## src/design/zx_defs.svh

```systemverilog
`ifndef ZX_DEFS_SVH
`define ZX_DEFS_SVH

////////////////////////////////////////////////////////////
// memory geometry
////////////////////////////////////////////////////////////

// word address into the 16-bit DRAM
`define DRAM_AW         16
// 8 pages of 16 KB
`define PAGE_W          3
// word offset inside one 16 KB window
`define WIN_OFS_W       13
`define NUM_WIN         4

////////////////////////////////////////////////////////////
// i/o ports and screens
////////////////////////////////////////////////////////////

// page port, a[15:14] picks the window
`define PORT_PAGE_LO    8'hF7
// screen port, data bit 3 picks the screen
`define PORT_SCR_LO     8'hFD
`define SCR0_PAGE       5
`define SCR1_PAGE       7

// video line timing and dram pipeline
`define LINE_CYCLES     64
`define FETCH_WORDS     8
`define LINES_PER_FRAME 4
`define RD_LAT          2

`endif

```

## src/design/zx_pkg.sv

```systemverilog
`include "zx_defs.svh"

package zx_pkg;

	typedef logic [7:0]              byte_t;
	typedef logic [15:0]             word_t;
	typedef logic [`PAGE_W-1:0]      page_t;
	typedef logic [`DRAM_AW-1:0]     word_addr_t;
	typedef logic [15:0]             zaddr_t;
	// bit 1 is the high byte lane
	typedef logic [1:0]              bsel_t;

	typedef enum logic {SRC_CPU, SRC_VIDEO} src_t;

	typedef enum logic [1:0] {
		CPU_IDLE,
		CPU_REQ,
		CPU_WAIT,
		CPU_DONE
	} cpu_state_t;

	// one page per cpu window
	typedef page_t [`NUM_WIN-1:0] page_map_t;

	typedef struct packed {
		logic       valid;
		logic       rnw;
		src_t       src;
		word_addr_t addr;
		bsel_t      bsel;
		word_t      wdata;
	} dram_req_t;

	typedef struct packed {
		logic  valid;
		src_t  src;
		word_t rdata;
	} dram_rsp_t;

endpackage

```

## src/design/video_fetch.sv

```systemverilog
`include "zx_defs.svh"

module video_fetch
	import zx_pkg::*;
(
	input  logic      fclk,
	input  logic      reset,
	input  logic      screen,
	output dram_req_t vid_req,
	input  logic      vid_gnt,
	input  dram_rsp_t vid_rsp,
	output word_t     pix_word,
	output logic      pix_strobe
);

	localparam int TM_BITS = $clog2(`LINE_CYCLES);
	localparam int FW_BITS = $clog2(`FETCH_WORDS);
	localparam int LN_BITS = $clog2(`LINES_PER_FRAME);
	localparam logic [TM_BITS-1:0] LAST_TICK = TM_BITS'(`LINE_CYCLES - 1);
	localparam logic [FW_BITS-1:0] LAST_WORD = FW_BITS'(`FETCH_WORDS - 1);
	localparam logic [LN_BITS-1:0] LAST_LINE = LN_BITS'(`LINES_PER_FRAME - 1);

	logic [TM_BITS-1:0] timer;
	logic [LN_BITS-1:0] line_cnt;
	logic [FW_BITS-1:0] word_idx;
	logic [FW_BITS:0]   pend;
	logic               busy;
	logic               line_start;
	logic               acc;
	page_t              burst_page;

	assign line_start = (timer == LAST_TICK);
	assign acc        = vid_req.valid & vid_gnt;

	// word offset is line * FETCH_WORDS + index
	always_comb
	begin
		vid_req.valid = busy;
		vid_req.rnw   = 1'b1;
		vid_req.src   = SRC_VIDEO;
		vid_req.addr  = {burst_page, {(`WIN_OFS_W - LN_BITS - FW_BITS){1'b0}}, line_cnt, word_idx};
		vid_req.bsel  = 2'b11;
		vid_req.wdata = '0;
	end

	always_ff @(posedge fclk)
	begin
		if (reset)
		begin
			timer <= '0;
			line_cnt <= '0;
			word_idx <= '0;
			busy <= 1'b0;
			pend <= '0;
			pix_strobe <= 1'b0;
		end
		else
		begin
			timer <= line_start ? '0 : timer + 1'b1;
			pix_strobe <= vid_rsp.valid;
			if (line_start)
			begin
				busy     <= 1'b1;
				word_idx <= '0;
			end
			else if (acc)
			begin
				word_idx <= word_idx + 1'b1;
				if (word_idx == LAST_WORD)
				begin
					busy     <= 1'b0;
					line_cnt <= (line_cnt == LAST_LINE) ? '0 : line_cnt + 1'b1;
				end
			end
			if (acc && !vid_rsp.valid)
				pend <= pend + 1'b1;
			else if (!acc && vid_rsp.valid)
				pend <= pend - 1'b1;
		end
	end

	// screen page is taken once per burst
	always_ff @(posedge fclk)
	begin
		if (line_start)
			burst_page <= screen ? page_t'(`SCR1_PAGE) : page_t'(`SCR0_PAGE);
		pix_word <= vid_rsp.rdata;
	end

	a_burst_drained: assert property (@(posedge fclk) disable iff (reset)
		line_start |-> (pend == '0) && !busy)
		else $error("new video burst while words still outstanding");

endmodule

```

## config.mk

```make
export PLATFORM = sky130hd
export DESIGN_NAME = video_fetch
export DESIGN_NICKNAME = d
export VERILOG_FILES = /design/src/design/zx_pkg.sv /design/src/design/video_fetch.sv
export VERILOG_INCLUDE_DIRS = /design/src /design/src/design
export SDC_FILE = /design/constraint.sdc
export NUM_CORES = 1
export LEC_CHECK = 0
export ABC_AREA = 1
export ABC_CLOCK_PERIOD_IN_PS = 2500
export BUFFER_PORTS_ARGS = -buffer_cell sky130_fd_sc_hd__buf_2
export CAP_MARGIN = 20
export CORE_UTILIZATION = 39
export CTS_BUF_LIST = sky130_fd_sc_hd__clkbuf_16
export CTS_CLUSTER_DIAMETER = 50
export DETAILED_ROUTE_END_ITERATION = 7
export GPL_ROUTABILITY_DRIVEN = 0
export PLACE_DENSITY = 0.73
export SKIP_LAST_GASP = 1
export SLEW_MARGIN = 20
export SYNTH_ARGS = -nofsm -noshare
export SYNTH_HDL_FRONTEND = slang
export SYNTH_SLANG_ARGS = --single-unit
```

## constraint.sdc

```tcl
create_clock -name fclk -period 2.5 [get_ports fclk]
set_clock_uncertainty 0.15 [all_clocks]
set_input_delay 0.5 -clock fclk [delete_from_list [all_inputs] [get_ports fclk]]
set_output_delay 0.5 -clock fclk [all_outputs]
set_load 0.005 [all_outputs]
```

==> results of run 1 <==
[per-stage QoR]
step / hold slack [ns] / cells / util (%) / power (mW)
global placement: 0.2795 / 190 / 46.11 / 0.5659
finish: 0.1820 / 198 / 51.01 / 1.098
detailed placement: 0.2982 / 190 / 46.11 / 0.5686
floorplan: 0.2675 / 146 / - / 0.5705
CTS: 0.1752 / 198 / 51.01 / 1.109
global route: 0.1732 / 198 / 51.01 / 1.140
[Yosys cell counts]
master / instances / area (µm²)
buf_4: 31 / 232.7
dfxtp_1: 29 / 580.6
nor2_1: 12 / 45.04
nand2_1: 8 / 30.03
inv_1: 7 / 26.28
a21oi_1: 5 / 25.02
ha_1: 4 / 50.05
nand2_2: 4 / 25.02
nand3_1: 4 / 20.02
xor2_1: 3 / 26.28
conb_1: 2 / 7.510
o21ai_0: 2 / 10.01
edfxtp_1: 1 / 30.03
inv_2: 1 / 3.750
nand3b_1: 1 / 7.510
nor2_2: 1 / 6.260
nor2_4: 1 / 11.26
nor3_1: 1 / 5.000
o21ai_2: 1 / 8.760
[flip-flops by register name, summed over array words and instances (netlist names)]
name / cells
burst_page: 1
pix_strobe: 1
line_cnt: 2
pix_word: 16
word_idx: 3
busy: 1
timer: 6
[metal layers]
| metal | share of wire [%] | vias to the layer above |
|---|---|---|
| met5 | 0 | - |
| met4 | 2.7 | 0 |
| met1 | 38 | 354 |
| met3 | 11 | 7 |
| met2 | 48 | 55 |
| li1 | - | 400 |
[how the worst max path moves through the flow]
stage | startpoint | to | slack (ns) | cells after the start
after floorplan | word_idx[0]$_SDFFE_PP0P_ | line_cnt[0]$_SDFFE_PP0P_ | 1.23 | 8
after global placement | word_idx[0]$_SDFFE_PP0P_ | line_cnt[0]$_SDFFE_PP0P_ | 1.19 | 8
after detailed placement | word_idx[0]$_SDFFE_PP0P_ | line_cnt[0]$_SDFFE_PP0P_ | 1.13 | 7
after CTS | busy$_SDFFE_PP0P_ | vid_req[36] | 1.03 | 1
after global routing | busy$_SDFFE_PP0P_ | vid_req[36] | 1.01 | 1
final | busy$_SDFFE_PP0P_ | vid_req[36] | 1.04 | 1
[power by group]
part,switching [mW],internal [mW]
clock,0.183,0.356
sequential,0.00572,0.501
combinational,0.0290,0.0240
[layout make-up]
class                           instances  area (µm²)  share of cell area (%)
Inverter                                8       30.03                   2.116
Timing Repair Buffer                   44       220.2                   15.52
Clock inverter                          3       11.26                  0.7937
Multi-Input combinational cell         77       382.9                   26.98
Clock buffer                            5       125.1                   8.818
Sequential cell                        30       610.6                   43.03
Tap cell                               31       38.79                   2.734
[cell families (layout without fill, tap and decap cells)]
kind of cell | Yosys count | count (layout) | share of synthesized area [%]
fa+ha+maj | 4 | 4 | 4.348
simple gates | 32 | 32 | 13.04
xor+xnor | 3 | 3 | 2.283
other cells | 2 | 30 | 0.6524
flops | 30 | 30 | 53.04
compound gates | 8 | 8 | 3.804
buf+inv | 39 | 60 | 22.83
==> impl_metrics.yaml, run 1 <==
sta:
  fin_crit_ns: 1.462
  rsz0062_at_grt: "no"
  hold_viol: 0
  max_freq_ghz: 0.6840
  fin_crit_sh_pct: 58.48
  setup_slack_ns: 1.038
  tns_ns: 0
  setup_violations: 0
  slew_violations: 0
cells_and_area:
  layout_common_cells: "buf_2 (44), conb_1 (30), dfxtp_1 (29)"
  final_common_cell: "buf_2"
  antenna_cells: 0
  fillerInstances: 266
  layout-drive-gt1-share_pct: 34.13
  area_delta_synth_final_pct: 23.26
  nets: 192
  final_cell_area_um2: 1419
hold_path:
  min_from: "vid_rsp[12]"
  worstHoldPathType: "input pin to flip-flop"
  holdPathStages: 1
  min_to: "pix_word[12]$_DFF_P_"
cts:
  clkLatencyLatePin_ns: 0.27
  cts_root_buffer: "clkbuf_16"
  cts_resized: 0
  holdBufCountCts: 0
  htreeDepth: 2
  cts_num_sinks: 30
  cts_tree: "built"
  cts.path.max_buffers: 2
  clkSlewWorstSetupHoldPaths_ns: 0.05
  cts_setup_buffers: 0
  cts_buffers: 5
floorplanning:
  die_w_um: 56.33
  die_area_um2: 3173
  fp-row-count: 19
  pin_count: 76
  die_h_um: 56.33
  start_util_pct: 41.39
  core_um2: 2781
synthesis:
  syn_area_um2: 1151
  ys_warn_count: 0
  ys_ff_latch: 30
  syn_avg_cell_area_um2: 9.755
  synth_seq_area_share_pct: 53.04
  synth.distinct_cells: 19
  synth_cells: 118
routing:
  wl_per_cell_um: 8.869
  drt_wl_total_mm: 1.756
  drt-initial-drc-count: 5
  ant_nets: 0
  vias_per_cell: 4.121
  drc_errors: 0
  dr.pass1.iters: 3
  vias: 816
worst_setup_path:
  cpLargestDelayFamily: "flip-flops"
  cp-end-kind: "primary output"
  reg2reg_depth: 7
  crit_type: "flip-flop to primary output"
  r2r_slack_ns: 1.13
  cp_max_fo: 5
  arrival_ns: 0.81
  worst_ep_required_time_ns: 1.85
  timing.critical_path.from_type: "flip-flop"
  slowest_stage: "dfxtp_1"
  slowest_delay_ns: 0.40
  crit_chain: "buf_2"
  rr_endpoint: "line_cnt[0]$_SDFFE_PP0P_"
  reg2reg_from: "word_idx[0]$_SDFFE_PP0P_"
  timing.critical_path.buf_inv: 1
global_routing:
  grtUsageTotal_pct: 12.10
  grt_overflow: 0
  antenna_found_initial: 0
  grt_pass1_wl_mm: 2.842
  use_met2_pct: 20.41
  grt.met1_usage_pct: 11.82
  use_met3_pct: 5.991
  grt_pass1_vias: 736
  grt_busiest_layer: "met2"
  grt_max_degree: 10
power_and_ir_drop:
  powerDensity_nw_per_um2: 773.9
  ir_worst_vdd_mv: 0.5607
  p_leak_nw: 0.7383
place:
  place_hpwl_mm: 1.380
  place_area_um2: 1282
  portBuffers: 44
  dpl_worst_slack_ns: 1.129
job:
  drv_cap: 0
run_status:
  outcome: "finished, final reports clean"
Power figures use the tool's default switching activity.
==> run 2, diff against run 1 <==
Settings changed: ABC_CLOCK_PERIOD_IN_PS 2500 to 1200, CORE_UTILIZATION 39 to 37.
Clock period 2.5 ns to 1.2 ns, I/O delays scaled along.
==> run 2 against run 1 <==
The run now ends with design-rule violations, negative setup slack left. Clock power is 110% higher. First-iteration DRC count grew to 5.0 times the previous value. Total power is 110% higher. Utilization is 9.4 points higher. Hold slack worse by 0.17 ns. Routed wire length is 26% higher. Non-clock buffer count is 26 higher. Combinational power grew to 3.2 times the previous value. Final cell count is 13% higher. Final area is 21% higher. Via count is 11% higher. Flip-flop and latch count stayed put. Critical endpoint is now vid_req[18]. Largest power group unchanged.
==> impl_metrics.yaml, run 2 (synthesized netlist as in run 1, its figures left out) <==
worst_setup_path:
  crit_start: "word_idx[0]$_SDFFE_PP0P_"
  reg2reg_from: "word_idx[1]$_SDFFE_PP0P_"
  timing.critical_path.buf_inv: 2
  cpLargestDelayFamily: "flip-flops"
  cp-end-kind: "primary output"
  rr_endpoint: "line_cnt[0]$_SDFFE_PP0P_"
  setup.worst_path.end: "vid_req[18]"
  path_depth: 2
  crit_type: "flip-flop to primary output"
  timing.critical_path.from_type: "flip-flop"
  reg2reg_depth: 7
  arrival_ns: 0.84
  slowest_delay_ns: 0.33
  worst_ep_required_time_ns: 0.81
  r2r_slack_ns: -0.03
  cp_max_fo: 2
  crit_chain: "buf_4, buf_2"
  slowest_stage: "dfxtp_2"
cells_and_area:
  antenna_cells: 0
  layout_common_cells: "buf_2 (42), conb_1 (30), dfxtp_1 (23)"
  fin_util_pct: 60.39
  top_regs: "pix_word: 16 flops, timer: 6 flops, word_idx: 3 flops"
  final_common_cell: "buf_2"
  fin_cells: 223
  layout-drive-gt1-share_pct: 41.15
  area_delta_synth_final_pct: 49.67
  nets: 218
  largest_reg_flops: 16
  regMostFlops: "pix_word"
run_status:
  violations: "design-rule violations, negative setup slack"
  outcome: "finished with violations"
floorplanning:
  core_um2: 2853
  die_area_um2: 3338
  die_w_um: 57.78
  die_h_um: 57.78
  pin_count: 76
  start_util_pct: 40.35
  fp-row-count: 19
cts:
  cts_buffers: 5
  cts_num_sinks: 30
  htreeDepth: 2
  cts_root_buffer: "clkbuf_16"
  cts_tree: "built"
  clkSlewWorstSetupHoldPaths_ns: 0.05
  cts.path.max_buffers: 2
  clkLatencyLatePin_ns: 0.27
place:
  portBuffers: 44
  dp.cells: 197
  place_hpwl_mm: 1.340
global_routing:
  grtUsageTotal_pct: 13.77
  grt_pass1_vias: 822
  grt_overflow: 0
  grt_max_degree: 9
  grt_pass1_wl_mm: 3.270
  antenna_found_initial: 0
sta:
  whs_ns: 0.01558
  max_freq_ghz: 0.8115
  setup_violations: 4
  slew_violations: 0
  setup_slack_ns: -0.03231
  fin_crit_sh_pct: 102.7
  hold_viol: 0
  rsz0062_at_grt: "yes"
  fin_crit_ns: 1.232
job:
  drv_cap: 0
power_and_ir_drop:
  ir_worst_vdd_mv: 1.518
  power_frac_seq_pct: 45.1
  p_leak_nw: 0.8717
  swShare_pct: 20.13
  power_frac_clock_pct: 47.7
  powerDensity_nw_per_um2: 1364
  combPwrFrac_pct: 7.3
  switchingPower_mw: 0.4731
  p_int_mw: 1.878
  finalPower_mw: 2.351
routing:
  drc_errors: 5
  vias_per_cell: 4.054
  vias: 904
  wl_per_cell_um: 9.960
  drt_wl_total_mm: 2.221
  ant_nets: 0
  drt-initial-drc-count: 25
  dr.pass1.iters: 6
hold_path:
  worstHoldPathType: "input pin to flip-flop"
  min_from: "reset"
  holdPathStages: 2
-- run 2: metrics by stage --
stage	setup slack (ns)	cell area, µm²	TNS, ns
2_1_floorplan	0.0005478	1276	0
4_1_cts	-0.06789	1708	-0.1838
3_3_place_gp	-0.02147	1355	-0.09157
5_1_grt	-0.1125	1723	-0.3400
6_report	-0.03231	1723	-0.1099
3_5_place_dp	-0.05808	1355	-0.5335
-- run 2: power groups by stage --
stage               Clock, mW  Sequential (mW)  Combinational (mW)
floorplan                   0             1.08               0.110
global placement            0             1.07               0.112
detailed placement          0             1.07               0.114
CTS                      1.14             1.06               0.161
global route             1.18             1.06               0.192
finish                   1.12             1.06               0.171
-- run 2: cell type report --
type | count | area (µm²)
Fill cell | 241 | 1130
Timing Repair Buffer | 70 | 470.5
Inverter | 8 | 30.03
Clock buffer | 5 | 125.1
Tap cell | 31 | 38.79
Sequential cell | 30 | 618.1
Clock inverter | 2 | 7.507
Multi-Input combinational cell | 77 | 432.9
-- run 2: worst register-to-register path, stage by stage, from the launching register on --
cell and delay (ns):
dfxtp_2 0.34, ha_4 0.14, ha_4 0.12, inv_2 0.04, nor2_4 0.11, o21ai_2 0.07
nor2_1 0.10, nor2_1 0.05
-- run 2: routing by layer --
| layer | vias up | GRT usage, % | routed length [µm] |
|---|---|---|---|
| li1 | 454 | - | - |
| met1 | 383 | 15.29 | 944 |
| met2 | 61 | 20.10 | 948 |
| met3 | 6 | 5.804 | 257 |
| met4 | 0 | 12.24 | 70 |
| met5 | - | 0 | 0 |
-- run 2: worst min path at each step --
stage,endpoint,slack (ns)
after detailed placement,pix_word[11]$_DFF_P_,0.19
after CTS,busy$_SDFFE_PP0P_,0.02
after floorplan,pix_word[0]$_DFF_P_,0.12
final,busy$_SDFFE_PP0P_,0.02
after global routing,busy$_SDFFE_PP0P_,0.02
after global placement,pix_word[13]$_DFF_P_,0.19
-- run 2: what timing repair did --
| action | in CTS | in global routing |
|---|---|---|
| cloned | 0 | 0 |
| resized for setup | 10 | 3 |
| pin swaps | 7 | 7 |
| setup endpoints to repair | 16 | 15 |
| hold endpoints to repair | 17 | 0 |
| setup buffers | 2 | 1 |
| hold buffers | 17 | 0 |
==> run 3, diff against run 2 <==
Settings changed: ABC_CLOCK_PERIOD_IN_PS 1200 to 1400, CORE_UTILIZATION 37 to 39.
Clock period 1.2 ns to 1.4 ns, I/O delays scaled along.
==> run 3 against run 2 <==
Final area down 8.3%. Flip-flop and latch count is the same. Clock power decreased by 15%. Sequential share of layout area is 2.8 points higher. The flow now finishes without violations. Global-route usage fell by 0.32 points. Non-clock buffer count shrank 10. Register-to-register slack improved by 0.12 ns. Hold slack better by 0.028 ns. Final cell count decreased by 4.0%. Combinational power down 23%.
==> impl_metrics.yaml, run 3 (synthesized netlist as in run 1, its figures left out) <==
cells_and_area:
  largest_reg_flops: 16
  layout-drive-gt1-share_pct: 32.24
  antenna_cells: 0
  seq_area_um2: 611.8
  fillerInstances: 226
  layout_common_cells: "buf_2 (44), conb_1 (30), dfxtp_1 (28)"
  multi_input_area_um2: 382.9
  top_regs: "pix_word: 16 flops, timer: 6 flops, word_idx: 3 flops"
  regMostFlops: "pix_word"
  nets: 208
  area_delta_synth_final_pct: 37.28
  final_common_cell: "buf_2"
  fin_cells: 214
power_and_ir_drop:
  powerDensity_nw_per_um2: 1258
  swShare_pct: 19.48
  finalPower_mw: 1.989
  p_leak_nw: 0.8060
  switchingPower_mw: 0.3874
  power_frac_seq_pct: 45.5
  ir_worst_vdd_mv: 0.9434
  power_frac_clock_pct: 47.9
  p_int_mw: 1.601
  combPwrFrac_pct: 6.6
sta:
  fin_crit_sh_pct: 93.56
  hold_viol: 0
  slew_violations: 0
  tns_ns: 0
  whs_ns: 0.04397
  rsz0062_at_grt: "no"
  fin_crit_ns: 1.310
  setup_violations: 0
  max_freq_ghz: 0.7635
cts:
  cts_setup_buffers: 0
  cts_num_sinks: 30
  cts_tree: "built"
  cts_root_buffer: "clkbuf_16"
  clkSlewWorstSetupHoldPaths_ns: 0.05
  clkLatencyLatePin_ns: 0.26
  cts_buffers: 5
  htreeDepth: 2
  cts.path.max_buffers: 2
worst_setup_path:
  timing.critical_path.from_type: "flip-flop"
  reg2reg_depth: 5
  cpLargestDelayFamily: "flip-flops"
  slowest_delay_ns: 0.35
  arrival_ns: 1.14
  worst_ep_required_time_ns: 1.23
  cp-end-kind: "flip-flop"
  crit_chain: "ha_1, nand2_1, inv_1, nand2_2, inv_1"
  worst_path_most_repeated_cell: "inv_1"
  slowest_stage: "dfxtp_1"
  crit_start: "timer[0]$_SDFF_PP0_"
  timing.critical_path.buf_inv: 2
  crit_type: "flip-flop to flip-flop"
  reg2reg_from: "timer[0]$_SDFF_PP0_"
  rr_endpoint: "burst_page[1]$_DFFE_PN_"
  cp_max_fo: 5
  r2r_slack_ns: 0.09
floorplanning:
  fp-row-count: 19
  die_h_um: 56.33
  pin_count: 76
  die_area_um2: 3173
  start_util_pct: 41.39
  die_w_um: 56.33
  core_um2: 2781
routing:
  drc_errors: 0
  wl_met1_um: 743
  drt-initial-drc-count: 5
  wl_met2_mm: 1.016
  ant_nets: 0
  dr.pass1.iters: 4
  wl_met3_um: 182
  vias: 875
  wl_per_cell_um: 9.224
  vias_per_cell: 4.089
  drt_wl_total_mm: 1.974
  top_layer: "met4"
global_routing:
  grt_pass1_vias: 842
  grtUsageTotal_pct: 13.45
  grt_pass1_wl_mm: 3.222
  antenna_found_initial: 0
  grt_max_degree: 10
  grt_overflow: 0
hold_path:
  min_from: "screen"
  holdPathStages: 1
  worstHoldPathType: "input pin to flip-flop"
  min_to: "burst_page[1]$_DFFE_PN_"
place:
  portBuffers: 44
  place_hpwl_mm: 1.328
  dp.cells: 190
job:
  drv_cap: 0
run_status:
  outcome: "finished, final reports clean"
-- run 3: cell types whose count changed in the layout (fill, tap and decap cells not counted), sizes merged --
cell / change
inv: -2
dlygate4sd3: -1
clkinv: +3
buf: -9
-- run 3: layout make-up --
class	count	share of cell area, %
Clock buffer	5	7.918
Clock inverter	3	0.7126
Inverter	8	1.900
Multi-Input combinational cell	77	24.23
Sequential cell	30	38.72
Tap cell	31	2.454
Timing Repair Buffer	60	24.07
-- run 3: power groups by stage --
stage / clock network [mW] / registers, mW / logic (mW)
after detailed placement: 0 / 0.920 / 0.0939
after floorplan: 0 / 0.925 / 0.0940
final: 0.952 / 0.905 / 0.131
after global placement: 0 / 0.920 / 0.0905
after CTS: 0.971 / 0.905 / 0.129
after global routing: 1.02 / 0.907 / 0.147
-- run 3: routing by layer --
metal | GRT usage, % | vias up
met5 | 0 | -
met4 | 7.317 | 0
met3 | 5.300 | 5
met2 | 24.83 | 57
met1 | 12.52 | 379
li1 | - | 434
-- run 3: worst max path at each step --
stage / to / slack [ns] / cells past startpoint
finish: burst_page[1]$_DFFE_PN_ / 0.09 / 5
global route: timer[3]$_SDFF_PP0_ / 0.002 / 6
CTS: line_cnt[0]$_SDFFE_PP0P_ / 0.05 / 8
detailed placement: line_cnt[0]$_SDFFE_PP0P_ / 0.07 / 8
global placement: line_cnt[0]$_SDFFE_PP0P_ / 0.09 / 8
floorplan: line_cnt[0]$_SDFFE_PP0P_ / 0.13 / 8
-- run 3: what timing repair did --
action	4_1_cts	5_1_grt
hold buffers	16	0
gates resized for setup	0	2
endpoints found under the hold margin	16	0
setup endpoints to repair	0	2
-- run 3: through the flow --
step	worst slack, ns	util (%)	area [µm²]
finish	0.09019	56.82	1580
CTS	0.05050	56.77	1579
global route	0.001941	56.82	1580
detailed placement	0.06580	46.11	1282
floorplan	0.1289	-	1256
global placement	0.09472	46.11	1282
